## config.mk

```make
export PLATFORM = sky130hd
export DESIGN_NAME = fetch_queue
export DESIGN_NICKNAME = d
export VERILOG_FILES = /design/src/source/bpu_pkg.sv /design/src/source/fetch_queue.sv
export VERILOG_INCLUDE_DIRS = /design/src /design/src/include
export SDC_FILE = /design/constraint.sdc
export NUM_CORES = 1
export LEC_CHECK = 0
export BUFFER_PORTS_ARGS = -buffer_cell sky130_fd_sc_hd__buf_2
export CORE_MARGIN = 2
export CORE_UTILIZATION = 57
export DETAILED_ROUTE_END_ITERATION = 7
export PLACE_DENSITY = 0.77
export SYNTH_ARGS = -nofsm -noshare
export SYNTH_HDL_FRONTEND = slang
export SYNTH_SLANG_ARGS = --single-unit
```

## constraint.sdc

```tcl
create_clock -name clk -period 5.2 [get_ports clk]
set_clock_uncertainty 0.05 [all_clocks]
set_input_delay 0.52 -clock clk [delete_from_list [all_inputs] [get_ports clk]]
set_output_delay 0.52 -clock clk [all_outputs]
set_load 0.01 [all_outputs]
```

## src/include/bpu_params.svh

```systemverilog
// predictor and queue sizes
`ifndef BPU_PARAMS_SVH
`define BPU_PARAMS_SVH

// fetch address out of reset
`define BPU_INIT_PC      32'h1c000000

// btb, indexed by hashed pc, tagged by pc[19:12]
`define BPU_BTB_LEN      9
`define BPU_BTB_DEPTH    512
`define BPU_TAG_LEN      8

// local history and pattern table
`define BPU_HISTORY_LEN  5
`define BPU_PHT_PC_LEN   8      // pc[10:3]
`define BPU_PHT_LEN      13     // history + pc bits

// return address stack
`define BPU_RAS_DEPTH    8
`define BPU_RAS_LEN      3

// fetch queue, also the credit count
`define FQ_DEPTH         4
`define FQ_PTR_LEN       2

`endif
```

## src/source/bpu_pkg.sv

```systemverilog
// branch prediction types
`default_nettype none
`include "bpu_params.svh"

package bpu_pkg;

    // NORMAL covers cond branches and B, CALL is BL, RET is JIRL
    typedef enum logic [1:0] {
        BR_NONE,
        BR_NORMAL,
        BR_CALL,
        BR_RET
    } br_type_e;

    typedef struct packed {
        logic                      valid;
        logic [`BPU_TAG_LEN-1:0]   tag;         // pc[19:12]
        br_type_e                  br_type;
        logic                      is_cond_br;
        logic [31:0]               target_pc;   // unused for RET, ras wins
    } btb_entry_t;

    // one slot of a fetch block
    typedef struct packed {
        br_type_e                    br_type;
        logic                        taken;
        logic [1:0]                  scnt;
        logic [`BPU_HISTORY_LEN-1:0] history;
        logic [31:0]                 target_pc;  // fall-through when not taken
    } pred_info_t;

    typedef struct packed {
        logic [31:0]       pc;
        logic [1:0]        mask;   // bit i set when slot i is in the block
        pred_info_t [1:0]  pred;
    } fetch_pkt_t;

    // what the backend actually saw for one slot
    typedef struct packed {
        br_type_e     br_type;
        logic         is_cond_br;
        logic         taken;
        logic [31:0]  target_pc;
    } resolve_info_t;

    typedef struct packed {
        logic                        update;
        logic [31:0]                 pc;        // slot address
        br_type_e                    br_type;
        logic                        is_cond_br;
        logic                        taken;
        logic [31:0]                 target_pc;
        logic [1:0]                  scnt;      // counter as predicted
        logic [`BPU_HISTORY_LEN-1:0] history;   // history as predicted
        logic                        type_miss;
        logic                        target_miss;
    } correct_info_t;

endpackage

`default_nettype wire

```

## src/source/fetch_queue.sv

```systemverilog
// fetch packet queue with credit return
`timescale 1ns/1ps
`default_nettype none
`include "bpu_params.svh"

module fetch_queue (
    input  wire                      clk,
    input  wire                      rst_n,
    input  wire                      g_flush_i,
    input  wire                      wr_valid_i,
    input  wire  bpu_pkg::fetch_pkt_t wr_pkt_i,
    output logic                     credit_return_o,
    output logic                     head_valid_o,
    output bpu_pkg::fetch_pkt_t      head_pkt_o,
    input  wire                      pop_i
);

    bpu_pkg::fetch_pkt_t      mem [`FQ_DEPTH];
    logic [`FQ_PTR_LEN-1:0]   wptr;
    logic [`FQ_PTR_LEN-1:0]   rptr;
    logic [`FQ_PTR_LEN:0]     count;
    logic                     do_push;
    logic                     do_pop;

    // credits upstream guarantee a free slot on every push
    assign do_push = wr_valid_i && !g_flush_i;
    assign do_pop  = pop_i && head_valid_o && !g_flush_i;

    assign head_valid_o    = count != '0;
    assign head_pkt_o      = mem[rptr];
    assign credit_return_o = do_pop;  // one credit per pop

    always_ff @(posedge clk) begin
        if (!rst_n || g_flush_i) begin
            // dropped packets give back no credit
            wptr  <= '0;
            rptr  <= '0;
            count <= '0;
        end else begin
            if (do_push) begin
                wptr <= wptr + 1'b1;
            end
            if (do_pop) begin
                rptr <= rptr + 1'b1;
            end
            count <= count + {{`FQ_PTR_LEN{1'b0}}, do_push}
                           - {{`FQ_PTR_LEN{1'b0}}, do_pop};
        end
    end

    always_ff @(posedge clk) begin
        if (do_push) begin
            mem[wptr] <= wr_pkt_i;  // visible at head next cycle
        end
    end

endmodule

`default_nettype wire

```

# == After elaboration in Yosys (flattened, before gate mapping) ==
# Memory sizes are Yosys's and may differ from the RTL's. A register that Yosys moved wholly into a read port is not among the register bits.
# Cells that the tools add are included.
# word_totals
register_bits,7
latchBits,0
mem_bits_rw,472
mem_bits_ro,0
inputBits,123
elab_cells,19
memories,1
# classes
add_sub_neg,4
n_mul,0
div,0
n_lt_le_gt_ge,0
n_eq_ne,0
shift,0
n_mux,4
bitwise,0
n_reduce_logical,7
# mem_list
memory,depth,width,read_ports,rd_clocked_by_memory_dff,write_ports,line_no,text
mem,4,118,1,1,1,fetch_queue.sv:18,bpu_pkg::fetch_pkt_t mem [`FQ_DEPTH];
# op_table
cell,n
$add 2x1->2 const B,2
$mux 2,2
$add 3x1->3,1
$logic_and 1x1->1,3
$reduce_bool 3->1,1
$sub 3x1->3,1
$logic_not 1->1,2
$mux 1,2
$logic_or 1x1->1,1

# == Logic depth before layout (Yosys ltp) ==
# Gate-level depths: netlist (run 1).
# logic_depth
word_depth,5
depth_mapped,8
ltp_nobuf,8

# == Least setup slack after synthesis (run 1) ==
# Ideal clock, no wire load.
# synth_path
path_kind,in2reg
start,input wr_valid_i
end,"memory mem[0][0] in the netlist's numbering, enable pin"
setup_time_ps,491
arrival_time_ps,3484
path_slack_ps,1175
cell_stages,2
path_cell_list,nor2b_1 -> and2_1
# synth_via
elab_chain_cells,3
# synth_lines
item,line_no,text
from (decl),fetch_queue.sv:10,"input wire wr_valid_i,"
$logic_and 1x1->1,fetch_queue.sv:26,assign do_push = wr_valid_i && !g_flush_i;
$mux 1,fetch_queue.sv:52,if (do_push) begin
$mux 1 (not written as such),fetch_queue.sv:53,mem[wptr] <= wr_pkt_i;
to (decl),fetch_queue.sv:18,
# No other way between the ends.

==> metrics.yaml, run 1 <==
floorplan:
  die_width_um: 179
  die_h_um: 179
  fp.dieArea_um2: 32100
  initial_core_util_pct: 57.6
  core_area_um2: 30300
  pin_count: 243
  row_count: 64
sta:
  timing.slew.headroom_pct: 40.0
  period_minus_slack_ps: 3270
  grt_setup_unrepaired: "false"
  fin_setup_tns_ps: 0
  setup_viol_count_final: 0
  fmax_mhz: 306
  hold_viol: 0
  post-route-period-util_pct: 62.8
  setup_ws_ps: 1930
  whs_ps: 148
  drv_slew: 0
  tightest_slew_ps: 900
setup_path:
  critical_path_required_ps: 4630
  critPathTopFamily: "flip-flops"
  arrival_ps: 2700
  slowest_stage: "dfxtp_4"
  end_kind: "output port"
  worstPathMaxFanout: 39
  cp_cell_sequence: "buf_4 -> mux4_2 -> buf_2"
  crit_type: "register to output port"
  reg2reg_slack_ps: 2850
  path_buf_inv: 2
  slowest_delay_ps: 830
  critPathLaunchType: "register"
final_layout:
  area_delta_synth_final_pct: 18.2
  final_common_cell: "edfxtp_1"
  stdcell_count: 1378
  drive_above_1_share_pct: 45.4
  nets: 1072
  layout_common_cells: "edfxtp_1, buf_2, mux4_2"
place:
  portBuffers: 242
  dp.cells: 1290
  gp_congestion: 0.710
  place_hpwl_um: 18900
  dpl_worst_slack_ps: 2360
clock_network:
  cts_resized: 0
  path_clk_slew_ps: 60
  cts_tree: "yes"
  cts_root_buf: "clkbuf_16"
  ctsHoldBuffers: 0
  numCtsBuffers: 46
  clock_latency_ps: 530
  cts_sinks: 481
  cts_setup_buffers: 0
  clk_path_buf_depth: 3
  cts-htree-levels: 2
global_routing:
  grt_overflow_total: 0
  grt_max_degree: 98
  grt_pass1_wl_um: 47000
  first_global_vias: 8208
  grt.total_usage_pct: 19.8
  antenna_found_initial: 12
synth:
  synth_warnings: 0
  avgSynthCellArea_um2: 26.3
  ys_ff_latch: 481
  yosys.area.top_type: "edfxtp_1"
  synth_nets: 795
  ys_seq_area_share_pct: 82.1
  ys_types: 22
  synth_top_area_share_pct: 81.1
  synth_area_leaders: "edfxtp_1, mux4_2, dfxtp_1, ha_1, buf_2"
  netlist_area_um2: 17500
  netlist_instances: 665
route:
  drc: 0
  vias: 7839
  post_drt_via_cell_ratio: 5.69
  drtAntennaViolNets: 0
  drt_pass1_iterations: 4
  wl_per_cell_um: 22.9
  first_iter_violations: 489
  wl_um: 31500
run:
  drv_cap: 0
pwr:
  peakVddDrop_uv: 320
  total_power_mw: 7.84
  p_leak_nw: 6.87
  p_per_area_nw_per_um2: 379
outcome:
  status: "complete, no violations"
worst_hold_path:
  hold_path.class: "input port to register"
==> per-layer routing <==
layer | wire length (µm) | track usage, %
met3 | 3270 | 7.19
met2 | 15100 | 30.8
met4 | 639 | 5.51
met5 | 62 | 0
met1 | 12400 | 26.8
==> final timing paths <==
path | from | endpoint | cells after the start
setup / recovery | register | head_pkt_o[59] | 3
hold / removal | wr_pkt_i[92] | mem[2][92] | 1
setup reg to reg | count[1] | count[2] | 8
hold reg to reg | rptr[1] | register | 2
==> power by group <==
group	internal [mW]	switching (mW)	total, mW
registers	4.33	0.0181	4.34
clock network	1.90	1.31	3.21
logic	0.129	0.160	0.289
==> state kept, by name, indices dropped and copies added, names as in the netlist, named ones only <==
| register | flops |
|---|---|
| rptr | 2 |
| mem | 472 |
| count | 3 |
| wptr | 2 |
==> Yosys cell counts (all sizes together) <==
cell type	count
dfxtp	9
or3	1
inv	8
nor2	6
fa	1
or3b	2
nor2b	1
buf	17
o31ai	1
xnor2	1
ha	6
clkbuf	9
edfxtp	472
mux4	118
nand3b	2
o311ai	1
nand2b	1
xor3	1
mux2i	4
and2	4
==> per-stage QoR <==
| step | cell area [µm²] | utilization [%] |
|---|---|---|
| final | 20700 | 68.1 |
| after floorplan | 17500 | - |
| after global routing | 20700 | 68.1 |
| after CTS | 20600 | 68.0 |
| after detailed placement | 19200 | 63.2 |
| after global placement | 19200 | 63.2 |
==> final cells by class <==
cell class	instances	area (µm²)
Clock inverter	24	206
Clock buffer	57	1260
Fill cell	1897	9690
Sequential cell	481	14400
Inverter	8	30.0
Antenna cell	7	17.5
Tap cell	396	495
Multi-Input combinational cell	150	2950
Timing Repair Buffer	255	1350
==> logic make-up after synthesis <==
family,count (synthesis),synth area share [%]
adder cells (fa/ha/maj),7,0.544
AND/OR/NAND/NOR,17,0.566
multiplexers,122,15.4
AO/OA/AOI/OAI,2,0.0931
buffers and inverters,34,1.04
flip-flops,481,82.1
XOR/XNOR,2,0.186
No activity file was read; power rests on OpenSTA's default activity.
==> run 2: changes to the inputs <==
CORE_UTILIZATION = 51   (was 57)
PLACE_DENSITY = 0.73   (was 0.77)
clock period = 2.77 ns   (was 5.2 ns; I/O delays follow)
==> run 2 against run 1 <==
Flip-flop and latch count unchanged. Wire length is 5.3% higher. Largest cell class unchanged. Sequential power is 88% higher. Worst hold slack got worse by 94 ps. Global-route usage decreased by 0.88 points. Final area rose by 7.2%.
==> metrics.yaml, run 2 (synthesis gave the netlist of run 1 again) <==
sta:
  drv_slew: 0  # unchanged
  hold_viol: 0  # unchanged
  grt_setup_unrepaired: "false"
  tightest_slew_ps: 511  # -390 ps
  post-route-period-util_pct: 93.8
  timing.slew.headroom_pct: 65.7  # +26 points
  fin_setup_tns_ps: 0  # unchanged
  period_minus_slack_ps: 2600
  setup_viol_count_final: 0  # unchanged
  fmax_mhz: 385
setup_path:
  arrival_ps: 2270  # -430 ps
  crit_type: "register to output port"
  critPathLaunchType: "register"
  reg2reg_slack_ps: 460  # -2390 ps
  critPathCapture: "head_pkt_o[32]"
  end_kind: "output port"
  critical_path_required_ps: 2440  # -2190 ps
  worstPathMaxFanout: 31  # -21%
  r2r-end: "count[2]"
  rr_startpoint: "count[1]"
  reg2reg_depth: 8  # unchanged
final_layout:
  reg.largest.list: "mem: 472 flops, count: 3 flops"
  seq_area_um2: 14400  # unchanged
  area_delta_synth_final_pct: 26.7
  stdcell_count: 1559  # +13%
  largest_register_ffs: 472  # unchanged
  final_common_cell: "edfxtp_1"
  nets: 1202  # +12%
  fill_cells: 2111  # +11%
  drive_above_1_share_pct: 40.9  # -4.5 points
  multi_input_area_um2: 2950  # unchanged
  top_register: "mem"
  layout_common_cells: "edfxtp_1, buf_2, dlygate4sd3_1"
clock_network:
  cts_tree: "yes"
  cts_resized: 0  # unchanged
  cts_setup_buffers: 0  # unchanged
  clk_path_buf_depth: 3  # unchanged
  cts-htree-levels: 2  # unchanged
  path_clk_slew_ps: 60  # about the same
  numCtsBuffers: 47  # +2.2%
  clock_latency_ps: 560  # +30 ps
  cts_sinks: 481  # unchanged
  cts_root_buf: "clkbuf_16"
run:
  drv_cap: 0  # unchanged
floorplan:
  core_area_um2: 33600  # +11%
  die_h_um: 189  # +5.6%
  die_width_um: 189  # +5.6%
  pin_count: 243  # unchanged
  row_count: 67  # +4.7%
  initial_core_util_pct: 52.0  # -5.6 points
  fp.dieArea_um2: 35800  # +11%
outcome:
  status: "complete, no violations"
pwr:
  p_per_area_nw_per_um2: 679  # +79%
  p_leak_nw: 7.46  # +8.6%
  peakVddDrop_uv: 586  # +83%
route:
  vias: 8295  # +5.8%
  drc: 0  # unchanged
  wl_per_cell_um: 21.3  # -6.9%
  drtAntennaViolNets: 0  # unchanged
  first_iter_violations: 471  # -3.7%
  wl_um: 33200  # +5.3%
  drt_pass1_iterations: 5  # +1
  post_drt_via_cell_ratio: 5.32  # -6.5%
worst_hold_path:
  min_from: "g_flush_i"
  hold_path.class: "input port to register"
  holdPathStages: 3  # +2
global_routing:
  grt.total_usage_pct: 18.9  # -0.88 points
  grt_overflow_total: 0  # unchanged
  grt_max_degree: 69  # -30%
  first_global_vias: 9012  # +9.8%
  antenna_found_initial: 2  # -10
  grt_pass1_wl_um: 50900  # +8.3%
place:
  portBuffers: 242  # unchanged
  dp.cells: 1351  # +4.7%
  place_hpwl_um: 19500  # +3.2%
  gp_congestion: 0.745  # +4.9%
[run 2: cell types whose count changed in the layout (fill, tap and decap cells not counted), sizes merged]
cell | previous run | this run
diode | 7 | 2
clkinvlp | 0 | 1
clkbuf | 57 | 62
buf | 255 | 264
dlygate4sd3 | 0 | 120
clkinv | 20 | 19
[run 2: where the power goes]
group | switching, mW | internal (mW) | total, mW
clock | 2.53 | 3.65 | 6.18
sequential | 0.0299 | 8.12 | 8.15
combinational | 0.340 | 0.363 | 0.703
total | 2.90 | 12.1 | 15.0
[run 2: timing repair]
item	in CTS	in global routing
endpoints found under the hold margin	478	0
endpoints found under the setup margin	0	0
hold buffers	120	0
[run 2: stage by stage]
stage	utilization, %	area [µm²]	power (mW)	setup WS (ps)	hold slack, ps
6_report	65.9	22100	15.0	170	53.9
5_1_grt	65.9	22100	15.5	45.7	54.6
4_1_cts	65.9	22100	15.2	101	3.48
3_3_place_gp	57.8	19400	8.84	558	429
2_1_floorplan	-	17500	8.55	286	326
3_5_place_dp	57.8	19400	8.87	479	443
[run 2: routing by layer]
metal / wire, µm / share of wire [%] / track usage, % / up-vias
li1: - / - / - / 3694
met1: 13200 / 40 / 25.0 / 4271
met2: 16800 / 51 / 31.1 / 288
met3: 2550 / 7.7 / 4.89 / 42
met4: 617 / 1.9 / 6.13 / 0
met5: 0 / 0 / 0 / -
[run 2: worst max-delay path: stages (launching register included)]
cell and delay, ps:
dfxtp_4 620, buf_12 330, mux4_2 550, buf_2 170
[run 2: worst min-delay path by stage]
stage | endpoint
finish | register
floorplan | mem[0][0]
detailed placement | register
global placement | register
global route | register
CTS | rptr[0]
[run 2: final cells by class]
class / instances / share of cell area [%]
flip-flops and latches: 481 / 64.8
multi-input cells: 150 / 13.3
repair buffers: 384 / 12.3
clock buffers: 62 / 5.85
well taps: 448 / 2.53
clock inverters: 24 / 0.977
inverters: 8 / 0.136
diodes: 2 / 0.0226
==> run 3: changes to the inputs <==
HOLD_SLACK_MARGIN = 0.06   (was default)
==> run 3 against run 2 <==
Fmax about the same. Combinational power is essentially flat. Clock power is essentially flat. Worst hold slack gained 360 ps. Cell count is 0.19% higher. Core utilization up 0.089 points. Critical path depth unchanged. Flip-flop and latch count is the same. Critical endpoint unchanged.
==> metrics.yaml, run 3 (synthesis gave the netlist of run 1 again) <==
outcome:
  status: "complete, no violations"
setup_path:
  slowest_stage: "dfxtp_4"
  worstPathMaxFanout: 31  # unchanged
  crit_type: "register to output port"
  rr_startpoint: "count[1]"
  reg2reg_depth: 8  # unchanged
  critPathLaunchType: "register"
  r2r-end: "count[2]"
  path_buf_inv: 2  # unchanged
  arrival_ps: 2270  # about the same
  end_kind: "output port"
  cp_cell_sequence: "buf_12 -> mux4_2 -> buf_2"
  critPathTopFamily: "flip-flops"
  critical_path_required_ps: 2440  # about the same
  reg2reg_slack_ps: 460  # about the same
  slowest_delay_ps: 620  # about the same
pwr:
  total_power_mw: 15.0  # about the same
  p_leak_nw: 7.48  # +0.21%
  peakVddDrop_uv: 586  # about the same
  p_per_area_nw_per_um2: 678  # about the same
clock_network:
  cts_sinks: 481  # unchanged
  cts_tree: "yes"
  cts_setup_buffers: 0  # unchanged
  clock_latency_ps: 560  # about the same
  cts-htree-levels: 2  # unchanged
  cts_root_buf: "clkbuf_16"
  clk_path_buf_depth: 3  # unchanged
  path_clk_slew_ps: 70  # about the same
  numCtsBuffers: 47  # unchanged
  cts_resized: 0  # unchanged
place:
  dp.cells: 1351  # unchanged
  placed_cell_area_um2: 19400  # unchanged
  dpl_worst_slack_ps: 479  # unchanged
  place_hpwl_um: 19500  # unchanged
  gp_congestion: 0.745  # unchanged
  portBuffers: 242  # unchanged
global_routing:
  first_global_vias: 9017  # +0.055%
  grt.total_usage_pct: 19.0  # +0.15 points
  grt_pass1_wl_um: 51200  # +0.64%
  grt_overflow_total: 0  # unchanged
  antenna_found_initial: 2  # unchanged
  grt_max_degree: 69  # unchanged
floorplan:
  die_h_um: 189  # unchanged
  pin_count: 243  # unchanged
  initial_core_util_pct: 52.0  # unchanged
  fp.dieArea_um2: 35800  # unchanged
  die_width_um: 189  # unchanged
  core_area_um2: 33600  # unchanged
  row_count: 67  # unchanged
run:
  drv_cap: 0  # unchanged
worst_hold_path:
  whs_endpoint: "mem[0][47]"
  holdPathStages: 2  # -1
  hold_path.class: "input port to register"
  min_from: "wr_pkt_i[47]"
final_layout:
  final_common_cell: "edfxtp_1"
  fill_cells: 2106  # -0.24%
  reg.largest.list: "mem: 472 flops, count: 3 flops"
  stdcell_count: 1562  # +0.19%
  drive_above_1_share_pct: 40.8  # -0.11 points
  layout_common_cells: "edfxtp_1, buf_2, dlygate4sd3_1"
  area_delta_synth_final_pct: 26.9
  largest_register_ffs: 472  # unchanged
  design_area_um2: 22200  # +0.14%
  top_register: "mem"
  nets: 1205  # +0.25%
sta:
  hold_viol: 0  # unchanged
  fmax_mhz: 385  # about the same
  fin_setup_tns_ps: 0  # unchanged
  drv_slew: 0  # unchanged
  setup_ws_ps: 171  # +0.182 ps
  timing.slew.headroom_pct: 65.7  # about the same
  grt_setup_unrepaired: "false"
  setup_viol_count_final: 0  # unchanged
  tightest_slew_ps: 511  # -0.0587 ps
  post-route-period-util_pct: 93.8  # about the same
  period_minus_slack_ps: 2600  # -0.182 ps
route:
  post_drt_via_cell_ratio: 5.33  # +0.17%
  drt_pass1_iterations: 4  # -1
  vias: 8325  # +0.36%
  drc: 0  # unchanged
  drtAntennaViolNets: 0  # unchanged
  first_iter_violations: 490  # +4.0%
  wl_um: 33500  # +1.0%
  wl_per_cell_um: 21.5  # +0.85%
## run 3: cell count changes in the layout (fill, tap and decap cells not counted), sizes merged
cell | previous run | this run
dlygate4sd3 | 120 | 123
## run 3: report_power, final
part           total [mW]  internal [mW]  leakage [nW]  switching (mW)
registers            8.15           8.12          4.36          0.0303
logic               0.705          0.365          2.38           0.341
clock network        6.18           3.65         0.737            2.53
## run 3: metrics by stage
step / utilization (%) / hold WS, ps
after floorplan: - / 326
after global placement: 57.8 / 429
after detailed placement: 57.8 / 443
after CTS: 66.0 / 359
after global routing: 66.0 / 398
final: 66.0 / 412
## run 3: repair_timing
item | 4_1_cts | 5_1_grt
endpoints found under the setup margin | 0 | 0
hold buffers | 123 | 0
hold endpoints to repair | 481 | 0
## run 3: layer usage
layer  global-route usage, %  vias to the layer above  share of wire (%)
li1                        -                     3697                  -
met1                    25.0                     4305                 40
met2                    31.5                      281                 51
met3                    4.95                       42                7.5
met4                    6.13                        0                1.8
met5                       0                        -                  0
## run 3: worst max path at each step
| stage | slack, ps | endpoint | cells after the start | from |
|---|---|---|---|---|
| floorplan | 290 | mem[2][0] | 3 | wptr[0] |
| global placement | 560 | count[2] | 8 | count[1] |
| detailed placement | 480 | count[2] | 8 | count[1] |
| CTS | 100 | head_pkt_o[32] | 3 | register |
| global route | 50 | head_pkt_o[32] | 3 | register |
| finish | 170 | head_pkt_o[32] | 3 | register |
## run 3: worst register-to-register path: cells and delay by family, from the launching register on
family | cells | cell delay [ps]
adders and majority gates | 3 | 910
xor gates and xnor gates | 1 | 200
AOI/OAI and AO/OA | 1 | 490
DFF | 1 | 340
and+or+nand+nor | 2 | 180
buffers and inverters | 1 | 40
## run 3: layout make-up
type	count	area (µm²)	area share, %
Multi-Input combinational cell	150	2950	13.3
Timing Repair Buffer	387	2760	12.4
Clock buffer	62	1290	5.84
Inverter	8	30.0	0.135
Sequential cell	481	14400	64.8
Antenna cell	2	5.00	0.0226
Clock inverter	24	216	0.976
Tap cell	448	561	2.53
