## src/include/bpu_params.svh

```systemverilog
// predictor and queue sizes
`ifndef BPU_PARAMS_SVH
`define BPU_PARAMS_SVH

// fetch address out of reset
`define BPU_INIT_PC      32'h1c000000

// btb, indexed by hashed pc, tagged by pc[19:12]
`define BPU_BTB_LEN      9
`define BPU_BTB_DEPTH    512
`define BPU_TAG_LEN      8

// local history and pattern table
`define BPU_HISTORY_LEN  5
`define BPU_PHT_PC_LEN   8      // pc[10:3]
`define BPU_PHT_LEN      13     // history + pc bits

// return address stack
`define BPU_RAS_DEPTH    8
`define BPU_RAS_LEN      3

// fetch queue, also the credit count
`define FQ_DEPTH         4
`define FQ_PTR_LEN       2

`endif
```

## src/source/bpu_pkg.sv

```systemverilog
// branch prediction types
`default_nettype none
`include "bpu_params.svh"

package bpu_pkg;

    // NORMAL covers cond branches and B, CALL is BL, RET is JIRL
    typedef enum logic [1:0] {
        BR_NONE,
        BR_NORMAL,
        BR_CALL,
        BR_RET
    } br_type_e;

    typedef struct packed {
        logic                      valid;
        logic [`BPU_TAG_LEN-1:0]   tag;         // pc[19:12]
        br_type_e                  br_type;
        logic                      is_cond_br;
        logic [31:0]               target_pc;   // unused for RET, ras wins
    } btb_entry_t;

    // one slot of a fetch block
    typedef struct packed {
        br_type_e                    br_type;
        logic                        taken;
        logic [1:0]                  scnt;
        logic [`BPU_HISTORY_LEN-1:0] history;
        logic [31:0]                 target_pc;  // fall-through when not taken
    } pred_info_t;

    typedef struct packed {
        logic [31:0]       pc;
        logic [1:0]        mask;   // bit i set when slot i is in the block
        pred_info_t [1:0]  pred;
    } fetch_pkt_t;

    // what the backend actually saw for one slot
    typedef struct packed {
        br_type_e     br_type;
        logic         is_cond_br;
        logic         taken;
        logic [31:0]  target_pc;
    } resolve_info_t;

    typedef struct packed {
        logic                        update;
        logic [31:0]                 pc;        // slot address
        br_type_e                    br_type;
        logic                        is_cond_br;
        logic                        taken;
        logic [31:0]                 target_pc;
        logic [1:0]                  scnt;      // counter as predicted
        logic [`BPU_HISTORY_LEN-1:0] history;   // history as predicted
        logic                        type_miss;
        logic                        target_miss;
    } correct_info_t;

endpackage

`default_nettype wire

```

## src/source/branch_resolver.sv

```systemverilog
// branch resolver, checks predictions and trains
`timescale 1ns/1ps
`default_nettype none

module branch_resolver (
    input  wire                              clk,
    input  wire                              rst_n,
    input  wire                              head_valid_i,
    input  wire  bpu_pkg::fetch_pkt_t        head_pkt_i,
    output logic                             pop_o,
    output logic                             fetch_valid_o,
    output bpu_pkg::fetch_pkt_t              fetch_pkt_o,
    input  wire                              fetch_ready_i,
    input  wire  bpu_pkg::resolve_info_t [1:0] resolve_i,
    output bpu_pkg::correct_info_t           correct_info_o,
    output logic                             g_flush_o,
    output logic [31:0]                      redirect_pc_o
);

    logic                    accept;
    logic                    mispredict;
    logic [31:0]             redirect_d;
    bpu_pkg::correct_info_t  ci_d;

    // stale head is hidden while the queue flushes
    assign fetch_valid_o = head_valid_i && !g_flush_o;
    assign fetch_pkt_o   = head_pkt_i;
    assign accept        = fetch_valid_o && fetch_ready_i;
    assign pop_o         = accept;

    always_comb begin
        bpu_pkg::pred_info_t    p;
        bpu_pkg::resolve_info_t a;
        logic [31:0]            slot_pc;
        logic                   type_miss;
        logic                   tgt_miss;
        logic                   done;

        mispredict = 1'b0;
        redirect_d = '0;
        ci_d       = '0;
        done       = 1'b0;
        for (int i = 0; i < 2; i++) begin
            p         = head_pkt_i.pred[i];
            a         = resolve_i[i];
            slot_pc   = {head_pkt_i.pc[31:3], i[0], 2'b00};
            type_miss = p.br_type != a.br_type;
            tgt_miss  = a.taken && (p.target_pc != a.target_pc);
            if (head_pkt_i.mask[i] && !done) begin
                // first disagreeing slot decides the redirect
                if (!mispredict && (type_miss || tgt_miss || p.taken != a.taken)) begin
                    mispredict = 1'b1;
                    redirect_d = a.taken ? a.target_pc : slot_pc + 32'd4;
                end
                // train the first slot that is a branch on either side
                if (!ci_d.update &&
                    (p.br_type != bpu_pkg::BR_NONE || a.br_type != bpu_pkg::BR_NONE)) begin
                    ci_d.update      = 1'b1;
                    ci_d.pc          = slot_pc;
                    ci_d.br_type     = a.br_type;
                    ci_d.is_cond_br  = a.is_cond_br;
                    ci_d.taken       = a.taken;
                    ci_d.target_pc   = a.target_pc;
                    ci_d.scnt        = p.scnt;
                    ci_d.history     = p.history;
                    ci_d.type_miss   = type_miss;
                    ci_d.target_miss = tgt_miss;
                end
                done = a.taken;  // later slots never execute
            end
        end
        ci_d.update = ci_d.update && accept;
    end

    always_ff @(posedge clk) begin
        if (!rst_n) begin
            g_flush_o             <= 1'b0;
            correct_info_o.update <= 1'b0;
        end else begin
            g_flush_o      <= accept && mispredict;  // single cycle pulse
            correct_info_o <= ci_d;
        end
    end

    always_ff @(posedge clk) begin
        if (accept) begin
            redirect_pc_o <= redirect_d;
        end
    end

endmodule

`default_nettype wire

```

## config.mk

```make
export PLATFORM = sky130hd
export DESIGN_NAME = branch_resolver
export DESIGN_NICKNAME = d
export VERILOG_FILES = /design/src/source/bpu_pkg.sv /design/src/source/branch_resolver.sv
export VERILOG_INCLUDE_DIRS = /design/src /design/src/include
export SDC_FILE = /design/constraint.sdc
export NUM_CORES = 1
export LEC_CHECK = 0
export CORE_MARGIN = 10
export CORE_UTILIZATION = 29
export DETAILED_ROUTE_END_ITERATION = 10
export DONT_BUFFER_PORTS = 1
export GPL_TIMING_DRIVEN = 0
export PLACE_DENSITY_LB_ADDON = 0.25
export SKIP_LAST_GASP = 1
export SYNTH_ARGS = -nofsm -noshare
export SYNTH_HDL_FRONTEND = slang
export SYNTH_SLANG_ARGS = --single-unit
export TNS_END_PERCENT = 100
```

## constraint.sdc

```tcl
create_clock -name clk -period 2.45 [get_ports clk]
set_clock_uncertainty 0.15 [all_clocks]
set_input_delay 0.3675 -clock clk [delete_from_list [all_inputs] [get_ports clk]]
set_output_delay 0.3675 -clock clk [all_outputs]
set_load 0.03 [all_outputs]
```

* Word level (Yosys, flattened, before mapping) *
Cells that the tools add are included.
W data, S select, Z words.

storage, ports and cells
  bits in registers = 111
  bits in latches = 0
  RAM bits = 0
  bits in read-only memories = 0
  bits of input ports = 194
  output and inout port bits = 231
  logic and storage cells = 58
  memories = 0

operators by class
  add/subtract/negate cells = 2
  multipliers = 0
  divide/modulo/power cells = 0
  magnitude comparators = 0
  eq/ne operators = 6
  shift operators = 0
  muxes and demuxes = 15
  bitwise gates (word level) = 0
  reduce and logical (&&, ||, !) cells = 23

operator list
  cell                     count
  $mux W78                 4
  $mux W32                 6
  $add A32 B3 Y32 const B  2
  $ne A32 B32 Y1           2
  $logic_and A1 B1 Y1      9
  $reduce_bool A2 Y1       4
  $logic_or A1 B1 Y1       6
  $mux W1                  5
  $logic_not A1 Y1         4
  $ne A2 B2 Y1             2
  $ne A1 B1 Y1             2

* Longest topological paths before layout *
Gate-level depths: netlist of the first run.

  word-level depth = 11
  gate-level depth with buffers = 9
  mapped depth without buffers = 7

* Worst setup path after synthesis of the first run *
OpenSTA, ideal clock, no wires.

  path type = register to register
  start point = reg g_flush_o
  end point = reg redirect_pc_o[0], enable pin
  library setup time = 403 ps
  data arrival time = 2016 ps
  required time = 1897 ps
  slack = -118 ps
  cell stages (with the launch flop) = 3
  buffers on the path = 0
  clock period less this slack = 2568 ps
  cells stage by stage = dfxtp_1 > nor2b_1 > and2_1

between the ends
  longest elaborated chain between the ends = 3

ends and longest elaborated chain
  item                      line                   RTL
  start: declaration        branch_resolver.sv:16  output logic g_flush_o,
  start signal: assignment  branch_resolver.sv:80  g_flush_o <= accept && mispredict;
  $logic_not A1 Y1          branch_resolver.sv:26  assign fetch_valid_o = head_valid_i && !g_flush_o;
  $logic_and A1 B1 Y1       branch_resolver.sv:26
  via fetch_valid_o         branch_resolver.sv:11  output logic fetch_valid_o,
  $logic_and A1 B1 Y1       branch_resolver.sv:28  assign accept = fetch_valid_o && fetch_ready_i;
  via pop_o                 branch_resolver.sv:10  output logic pop_o,
  end signal: assignment    branch_resolver.sv:87  redirect_pc_o <= redirect_d;
  end: declaration          branch_resolver.sv:17  output logic [31:0] redirect_pc_o

The timed path passes the listed nets, and every way through them passes these cells.
A chain may end at the register's enable or synchronous reset.

* Worst setup path after layout of the first run *
  start point = in head_pkt_i[16] (netlist name)
  end point = reg redirect_pc_o[0] (data pin)

between the ends
  longest elaborated chain between the ends = 10
  elaborated cells between the ends (all ways) = 12
  those cells by class = eq/ne (1); mux (6); reduce/logical (5)

ends and longest elaborated chain
  item                                line                   RTL
  start: declaration                  branch_resolver.sv:9   input wire bpu_pkg::fetch_pkt_t head_pkt_i,
  $ne A32 B32 Y1 *                    branch_resolver.sv:48  tgt_miss = a.taken && (p.target_pc != a.target_pc);
  $logic_and A1 B1 Y1 *               branch_resolver.sv:48
  $logic_or A1 B1 Y1 * (2 in series)  branch_resolver.sv:51  if (!mispredict && (type_miss || tgt_miss || p.taken != a.taken)) begin
  $mux W1                             branch_resolver.sv:51
  $mux W1                             branch_resolver.sv:49  if (head_pkt_i.mask[i] && !done) begin
  $logic_not A1 Y1                    branch_resolver.sv:51
  $logic_and A1 B1 Y1                 branch_resolver.sv:51
  $mux W32                            branch_resolver.sv:51
  $mux W32 *                          branch_resolver.sv:49
  via redirect_d[0]                   branch_resolver.sv:22  logic [31:0] redirect_d;

Mark *: on every way through the listed nets, which the timed path passes. The rest lies on a longest branch.

==> results.md, run 1 <==
- Gpl congestion: roughly 0.8
- Fraction of layout cells with a size suffix above 1: 24.4%
- Dpl cell area: between 8000 and 9000 um2
- Failing checks: hold timing
- Hold Crit Class: in2reg
- Clock latency on the worst-skew pair: 0.35 ns
- CP max FO: 10
- ANT nets after route: 0
- Endpoint type of the worst setup path: flip-flop
- Post-synth top area share: a little over two fifths
- Gr usage total: 21.4%
- Via count: 5845
- Diodes inserted: 0
- Crit path launch: head_pkt_i[16]
- Post-layout instance area: between 8000 and 9000 um2
- Critical Path RT: 2.47 ns
- Post-detail-place hpwl: slightly below 30000 um
- Area Growth Syn to Fin: 11.8%
- Cells after synthesis: 705
- Initial core utilization: 29.3%
- Site Rows: 59
- Post-synthesis register bit count: 109
- Peak VDD IR: 0.262 mV
- Most common cell in the netlist: buf_4
- Synth Warn #: 0
- Worst r2r src: g_flush_o$_SDFF_PN0_
- Die height: 182 um
- Reg clk slew, reported paths: 0.08 ns
- Post-synthesis average cell area: 10.8 um2
- Ranking of synthesized cells by area: edfxtp_1, buf_4, xnor2_1
- FMAX: slightly above 400 MHz
- Port Buf Inserts: 0
- Die extent in x: between 150 and 200 um
- Inst Count DP: 1041
- Top cells by count, synth: buf_4, edfxtp_1, xnor2_1
- First-pass GRT wire length: approximately 51000 um
- MaxCap Viol Count: 0
- Max-slew violations: 0
- Vias/cell: between 5 and 6
- Total Wirelength: 37300 um
- Cell taking the most area after synthesis: edfxtp_1
- CTS buffer count: 9
- PwrDens: 610 nW/um2
- Period utilization: approximately 100%
- TNS Setup: 0 ns
- Status: finished with violations
- Final std cells w/o fill: 1060
- Startpoint Class: input port
- Seq/Total Area, Yosys: 42.8%
- Htree depth: 3
- Crit path DAT: 2.46 ns
- Initial antenna violation count: 2
- Largest net degree at the start of global routing: 77
- Number of global-route vias before repair: a little over 6000
- Final hold vios: 26
- Worst-margin pin slew: 1.07 ns
- Drt initial violations: 473
- Top_reg_cell synth: edfxtp_1
- Residual DRC: 0
- CTS sink count: ~110
- Post-synth EDFFs: 107
- WL/cell: 35.2 um
- Netlist cell types: 50
- CTS tree: done
- Clock Tree Buf Depth: 2
- TritonRoute pass-1 iters: 5
- Final core occ: 32.8%
- Die ar.: roughly 33000 um2
- Nets: about 920
- # setup viols final: 0
- Syn Std Cell Area: 7590 um2
- Worst slew margin: 28.7%
- Core area: 25900 um2
- Leakage power total: 3.09 nW
- WS Path Type: in2reg
- IO Count: roughly 430
- Hold_sp: rst_n
- Unrepaired setup endpoints after global routing: yes
- Grt total ovfl: 0
- WHS: -0.0252 ns
- Crit path time final: approximately 2.4 ns
- Root Buffer Master: clkbuf_16
- Post-synth ARST share: 0%
[where the power goes]
group	leakage (nW)	switching [mW]	internal [mW]
Clock	0.123	0.776	0.692
Combinational	1.91	0.675	0.435
Sequential	1.05	0.362	2.24
Total	3.09	1.81	3.37
[metal layers]
metal | up-vias | share of wire [%] | track usage (%)
li1 | 2526 | - | -
met1 | 2883 | 39 | 25.5
met2 | 407 | 48 | 35.6
met3 | 29 | 11 | 8.07
met4 | 0 | 1.8 | 4.88
met5 | - | 0 | 0
[cells by family after synthesis]
kind of cell               after synthesis  synth area share [%]
buffers and inverters                  171                  14.8
adders and majority gates                1                 0.165
muxes                                   59                  7.81
DFF                                    109                  42.8
and+or+nand+nor                        153                  11.6
xor gates and xnor gates                80                  9.23
other                                    1                0.0494
AOI/OAI and AO/OA                      131                  13.5
[worst max-delay path, stage by stage]
cell      delay, ns
xnor2_1        0.16
nand4_1        0.39
nor4_4         0.35
nand2_1        0.18
o31a_1         0.30
clkbuf_1       0.12
buf_2          0.26
o32ai_1        0.33
[what timing repair did]
item / in CTS / in global routing
gates resized for setup: 22 / 13
setup endpoints to repair: 134 / 32
hold endpoints to repair: 75 / 67
gates cloned: 1 / 0
setup buffers: 3 / 0
pin swaps: 6 / 7
[flip-flops by register name, summed over array words and instances, names as in the netlist]
register        cells
correct_info_o     76
g_flush_o           1
redirect_pc_o      32
[final cells by class]
class,instances,area [um2]
well taps,335,419
clock buffers,10,229
plain buffers,166,1110
repair buffers,3,22.5
fillers,2619,17400
clock inverters,5,36.3
multi-input cells,427,3400
inverters,5,18.8
flip-flops and latches,109,3250
[placed cells by master, fill, tap and decap left out, types with 5 or more instances in the layout]
master and n:
buf_2 7, nand2_1 30, edfxtp_1 107, and2_1 32, o21ai_0 24, nor4_1 12
xnor2_2 8, o211ai_1 14, xor2_1 8, o311a_1 14, a22o_1 44, clkbuf_16 9
o31a_1 13, buf_4 124, nand3_1 14, nand4_1 24, clkbuf_2 5, clkbuf_1 30
mux2i_1 57, inv_1 5, xnor2_1 62, nand2b_1 15
[final timing paths]
path | end | slack (ns) | cells past startpoint
hold / removal | correct_info_o[41]$_DFFE_PP_ | -0.03 | 0
setup reg to reg | redirect_pc_o[30]$_DFFE_PP_ | 0.43 | 2
hold reg to reg | redirect_pc_o[13]$_DFFE_PP_ | 1.16 | 2
setup / recovery | redirect_pc_o[0]$_DFFE_PP_ | 0.01 | 8
[through the flow]
| step | worst slack, ns | power (mW) |
|---|---|---|
| floorplan | 0.00774 | 3.44 |
| global placement | -1.34 | 3.73 |
| detailed placement | -1.39 | 3.73 |
| CTS | -0.0651 | 5.24 |
| global route | -0.0453 | 5.35 |
| finish | 0.0122 | 5.18 |
Note: power is estimated with default switching activity, not from simulation.
==> run 2: changes to the inputs <==
Settings changed: CELL_PAD_IN_SITES_DETAIL_PLACEMENT set to 0, CELL_PAD_IN_SITES_GLOBAL_PLACEMENT set to 1.
==> results.md, run 2 (synthesized netlist as in run 1, its figures left out) <==
- Hold_sp: rst_n
- Worst slew margin: between 40% and 50%
- Crit path time final: around 2.4 ns
- Failing checks: hold timing
- TritonRoute pass-1 iters: 8
- Vias/cell: 5.51
- PwrDens: 625 nW/um2
- Initial antenna violation count: 1
- Clock latency on the worst-skew pair: 0.35 ns
- WHS: -0.0360 ns
- CP max stage cell: nor4_1
- Unrepaired setup endpoints after global routing: no
- First-pass GRT wire length: 50400 um
- CTS buffer count: 9
- Gpl congestion: 0.872
- Critical Path RT: approximately 2.4 ns
- Worst-margin pin slew: 0.863 ns
- Crit-path max cell delay: 0.43 ns
- Max reg flops: 76
- Setup slack, reg-to-reg: 0.41 ns
- # setup viols final: 0
- CP max FO: 10
- Crit path launch: head_pkt_i[91]
- CTS tree: done
- Gr usage total: 21.0%
- Die height: about 180 um
- Htree depth: 3
- Commonest non-fill, non-tap cells in the layout: buf_4, edfxtp_1, xnor2_1, mux2i_1, a22o_1
- Nets: roughly 900
- Status: finished with violations
- Largest reg by FF count: correct_info_o
- Worst r2r src: g_flush_o$_SDFF_PN0_
- Total Wirelength: about 37000 um
- Port Buf Inserts: 0
- CP cell instances: buf_2, and4_2, buf_2, nand2_1, clkbuf_1, nor4_1, xnor2_1, o21ai_0, a31o_2
- Diodes inserted: 0
- Grt total ovfl: 0
- Endpoint type of the worst setup path: flip-flop
- IO Count: 425
- ANT nets after route: 0
- Die ar.: 33100 um2
- Hold Crit Class: in2reg
- Initial core utilization: 29.3%
- Crit path DAT: 2.37 ns
- Largest net degree at the start of global routing: slightly below 80
- Top Registers: correct_info_o: 76 flops, redirect_pc_o: 32 flops, g_flush_o: 1 flops
- Startpoint Class: input port
- Leakage power total: 3.11 nW
- Tot Pwr: 5.36 mW
- Area Growth Syn to Fin: 12.9%
- MaxCap Viol Count: 0
- WL/cell: around 35 um
- FMAX: 418 MHz
- Core area: 25900 um2
- WS Path Type: in2reg
- TNS Setup: 0 ns
- Max-slew violations: 0
- Residual DRC: 0
- Fraction of layout cells with a size suffix above 1: 25.4%
- Period utilization: 97.8%
- Final hold vios: 25
- Most common cell after layout, fill and taps aside: buf_4
- CTS sink count: 109
- Via count: 5862
- Post-detail-place hpwl: 29600 um
- Clock Tree Buf Depth: 2
- Drt initial violations: 487
- Number of global-route vias before repair: 6150
- Peak VDD IR: 0.405 mV
- Site Rows: a little under 60
- Root Buffer Master: clkbuf_16
- Reg clk slew, reported paths: 0.09 ns
- Cell mode on critical path: buf_2
- Die extent in x: 182 um
run 2: final cells by class:
| cell class | instances | area [um2] |
|---|---|---|
| Buffer | 166 | 1110 |
| Clock buffer | 9 | 225 |
| Clock inverter | 7 | 93.8 |
| Fill cell | 2650 | 17300 |
| Inverter | 5 | 18.8 |
| Multi-Input combinational cell | 428 | 3400 |
| Sequential cell | 109 | 3250 |
| Tap cell | 335 | 419 |
| Timing Repair Buffer | 5 | 50.0 |
run 2: where the power goes:
group | internal, mW | leakage, nW | switching [mW]
sequential | 2.24 | 1.05 | 0.359
clock | 0.824 | 0.152 | 0.817
combinational | 0.442 | 1.90 | 0.676
run 2: what timing repair did:
| item | CTS | global route |
|---|---|---|
| setup buffers | 0 | 5 |
| pin swaps | 3 | 5 |
| gates resized for setup | 21 | 14 |
| hold endpoints to repair | 75 | 75 |
| cloned | 2 | 0 |
| endpoints found under the setup margin | 142 | 51 |
run 2: layer usage:
| metal | share of wire, % | GRT usage (%) | vias to the layer above | wire [um] |
|---|---|---|---|---|
| met2 | 51 | 37.6 | 389 | 18900 |
| met3 | 10 | 7.28 | 28 | 3720 |
| li1 | - | - | 2531 | - |
| met1 | 38 | 23.9 | 2914 | 13900 |
| met5 | 0 | 0 | - | 0 |
| met4 | 1.1 | 3.48 | 0 | 391 |
run 2: worst max-delay path: cells and delay by family:
family / cells / cell delay, ns
AND/OR/NAND/NOR: 3 / 0.77
XOR/XNOR: 1 / 0.16
buffers and inverters: 3 / 0.69
AO/OA/AOI/OAI: 2 / 0.38
run 2: final timing paths:
kind | endpoint | cells past startpoint
worst max register to register | redirect_pc_o[0]$_DFFE_PP_ | 2
worst max-delay path | redirect_pc_o[30]$_DFFE_PP_ | 9
worst min-delay path | correct_info_o[41]$_DFFE_PP_ | 0
worst min register to register | redirect_pc_o[23]$_DFFE_PP_ | 2
run 2: metrics by stage:
stage,util (%),hold WS (ns),area [um2],setup slack [ns],std cells
3_3_place_gp,30.9,0.339,8020,-1.13,1041
4_1_cts,32.7,-0.0494,8460,-0.0312,1059
2_1_floorplan,-,0.330,7600,0.00774,706
6_report,33.1,-0.0360,8570,0.0551,1064
5_1_grt,33.1,-0.0553,8570,0.00197,1064
3_5_place_dp,30.9,0.337,8020,-1.21,1041
==> run 3: changes to the inputs <==
Settings changed: CTS_CLUSTER_SIZE set to 12.
Clock period 2.45 ns to 3.1 ns, I/O delays scaled along.
==> results.md, run 3 (synthesized netlist as in run 1, its figures left out) <==
- Via count: 5815
- Unrepaired setup endpoints after global routing: no
- Final WS setup: 0.144 ns
- Vias/cell: 5.50
- TNS Setup: 0 ns
- CTS sink count: about 110
- MaxCap Viol Count: 0
- Largest reg by FF count: correct_info_o
- Htree depth: 3
- Crit path DAT: 2.34 ns
- WS Path Type: reg2out
- Reg2reg path depth: 3
- Largest net degree at the start of global routing: 77
- Dpl cell area: 8040 um2
- Number of global-route vias before repair: 6214
- Clock latency on the worst-skew pair: 0.36 ns
- Reg clk slew, reported paths: 0.09 ns
- CP cell instances: nor2b_1, and2_2, buf_12
- TritonRoute pass-1 iters: 5
- # setup viols final: 0
- Most common cell after layout, fill and taps aside: buf_4
- Post-CTS Setup Repair Bufs: 0
- Hold_sp: rst_n
- Worst Hold End: correct_info_o[37]$_DFFE_PP_
- Top Registers: correct_info_o: 76 flops, redirect_pc_o: 32 flops, g_flush_o: 1 flops
- Max reg flops: 76
- Tot Pwr: roughly 4.1 mW
- CTS hold repair buffers: 0
- Leakage power total: 2.96 nW
- Fillers: 2669
- Site Rows: 59
- Critical Path RT: around 2.5 ns
- FMAX: 338 MHz
- ANT nets after route: 0
- CTS tree: done
- Grt total ovfl: 0
- Status: finished clean
- Die extent in x: 182 um
- Post-layout instance area: 8330 um2
- Area Growth Syn to Fin: 9.76%
- Residual DRC: 0
- PwrDens: between 400 and 500 nW/um2
- Gpl congestion: roughly 0.91
- Setup slack, reg-to-reg: 0.68 ns
- Initial core utilization: 29.3%
- Peak VDD IR: just over 0.2 mV
- Nets: 913
- Core area: 25900 um2
- Final core occ: 32.2%
- Fraction of layout cells with a size suffix above 1: 22.0%
- IO Count: 425
- Max-slew violations: 0
- Clock Tree Buf Depth: 2
- Startpoint Class: flip-flop
- WL/cell: 34.1 um
- Worst Hold Depth: 0
- Diodes inserted: 0
- Hold Crit Class: in2reg
- Commonest non-fill, non-tap cells in the layout: buf_4, edfxtp_1, xnor2_1, mux2i_1, a22o_1
- CP max stage cell: and2_2
- Pre-CTS setup slack: -0.748 ns
- Drt initial violations: ~500
- Port Buf Inserts: 0
- CP max FO: 19
- Crit path time final: around 3.0 ns
- Final hold vios: 0
- Die height: between 150 and 200 um
- WP buf/inv: 1
- Root Buffer Master: clkbuf_16
- First-pass GRT wire length: 49900 um
- Delay-heaviest family, CP: simple AND/OR/NAND/NOR gates
- Worst r2r src: g_flush_o$_SDFF_PN0_
- Worst slew margin: 39.5%
- Period utilization: 95.3%
- FF-to-FF End: redirect_pc_o[31]$_DFFE_PP_
- Crit-path max cell delay: 0.67 ns
- Initial antenna violation count: 0
- Gr usage total: 20.7%
- Post-detail-place hpwl: 29800 um
- CTS buffer count: 9
- Total Wirelength: 36100 um
- Worst-margin pin slew: 0.907 ns
- Die ar.: roughly 33000 um2
- Endpoint type of the worst setup path: output port
-- run 3: layer usage --
metal  vias to the layer above  GRT usage [%]  part of all wire, %
met5                         -              0                    0
li1                       2524              -                    -
met4                         0           3.81                 0.91
met2                       378           36.9                   52
met1                      2896           23.6                   38
met3                        17           6.78                   10
-- run 3: how the worst max path moves through the flow --
stage                                               to                 start  slack [ns]  cells past startpoint
final                                            pop_o  g_flush_o$_SDFF_PN0_        0.14                      3
after global routing                             pop_o  g_flush_o$_SDFF_PN0_        0.06                      3
after CTS                 correct_info_o[29]$_DFFE_PP_         resolve_i[32]        0.02                      6
after detailed placement  correct_info_o[21]$_DFFE_PP_         resolve_i[32]       -0.75                      6
after global placement    correct_info_o[21]$_DFFE_PP_         resolve_i[32]       -0.71                      6
after floorplan                                  pop_o          head_valid_i        0.42                      2
-- run 3: area by class of cell --
| cell class | instances | area [um2] | share of cell area, % |
|---|---|---|---|
| Buffer | 166 | 1100 | 13.2 |
| Clock buffer | 9 | 225 | 2.70 |
| Clock inverter | 7 | 57.6 | 0.691 |
| Inverter | 5 | 18.8 | 0.225 |
| Multi-Input combinational cell | 426 | 3240 | 38.8 |
| Sequential cell | 109 | 3250 | 39.0 |
| Tap cell | 335 | 419 | 5.03 |
| Timing Repair Buffer | 1 | 20.0 | 0.240 |
-- run 3: power by group --
| group | switching (mW) | internal (mW) |
|---|---|---|
| Clock | 0.625 | 0.560 |
| Sequential | 0.284 | 1.77 |
| Combinational | 0.524 | 0.328 |
| Total | 1.43 | 2.66 |
-- run 3: what timing repair did --
action                                 4_1_cts  5_1_grt
setup endpoints to repair                   40       22
endpoints found under the hold margin        0        0
resized for setup                            2        2
-- run 3: stage by stage --
step,std cells,hold WS (ns)
2_1_floorplan,706,0.427
3_3_place_gp,1041,0.437
3_5_place_dp,1042,0.436
4_1_cts,1058,0.0523
5_1_grt,1058,0.0412
6_report,1058,0.0618
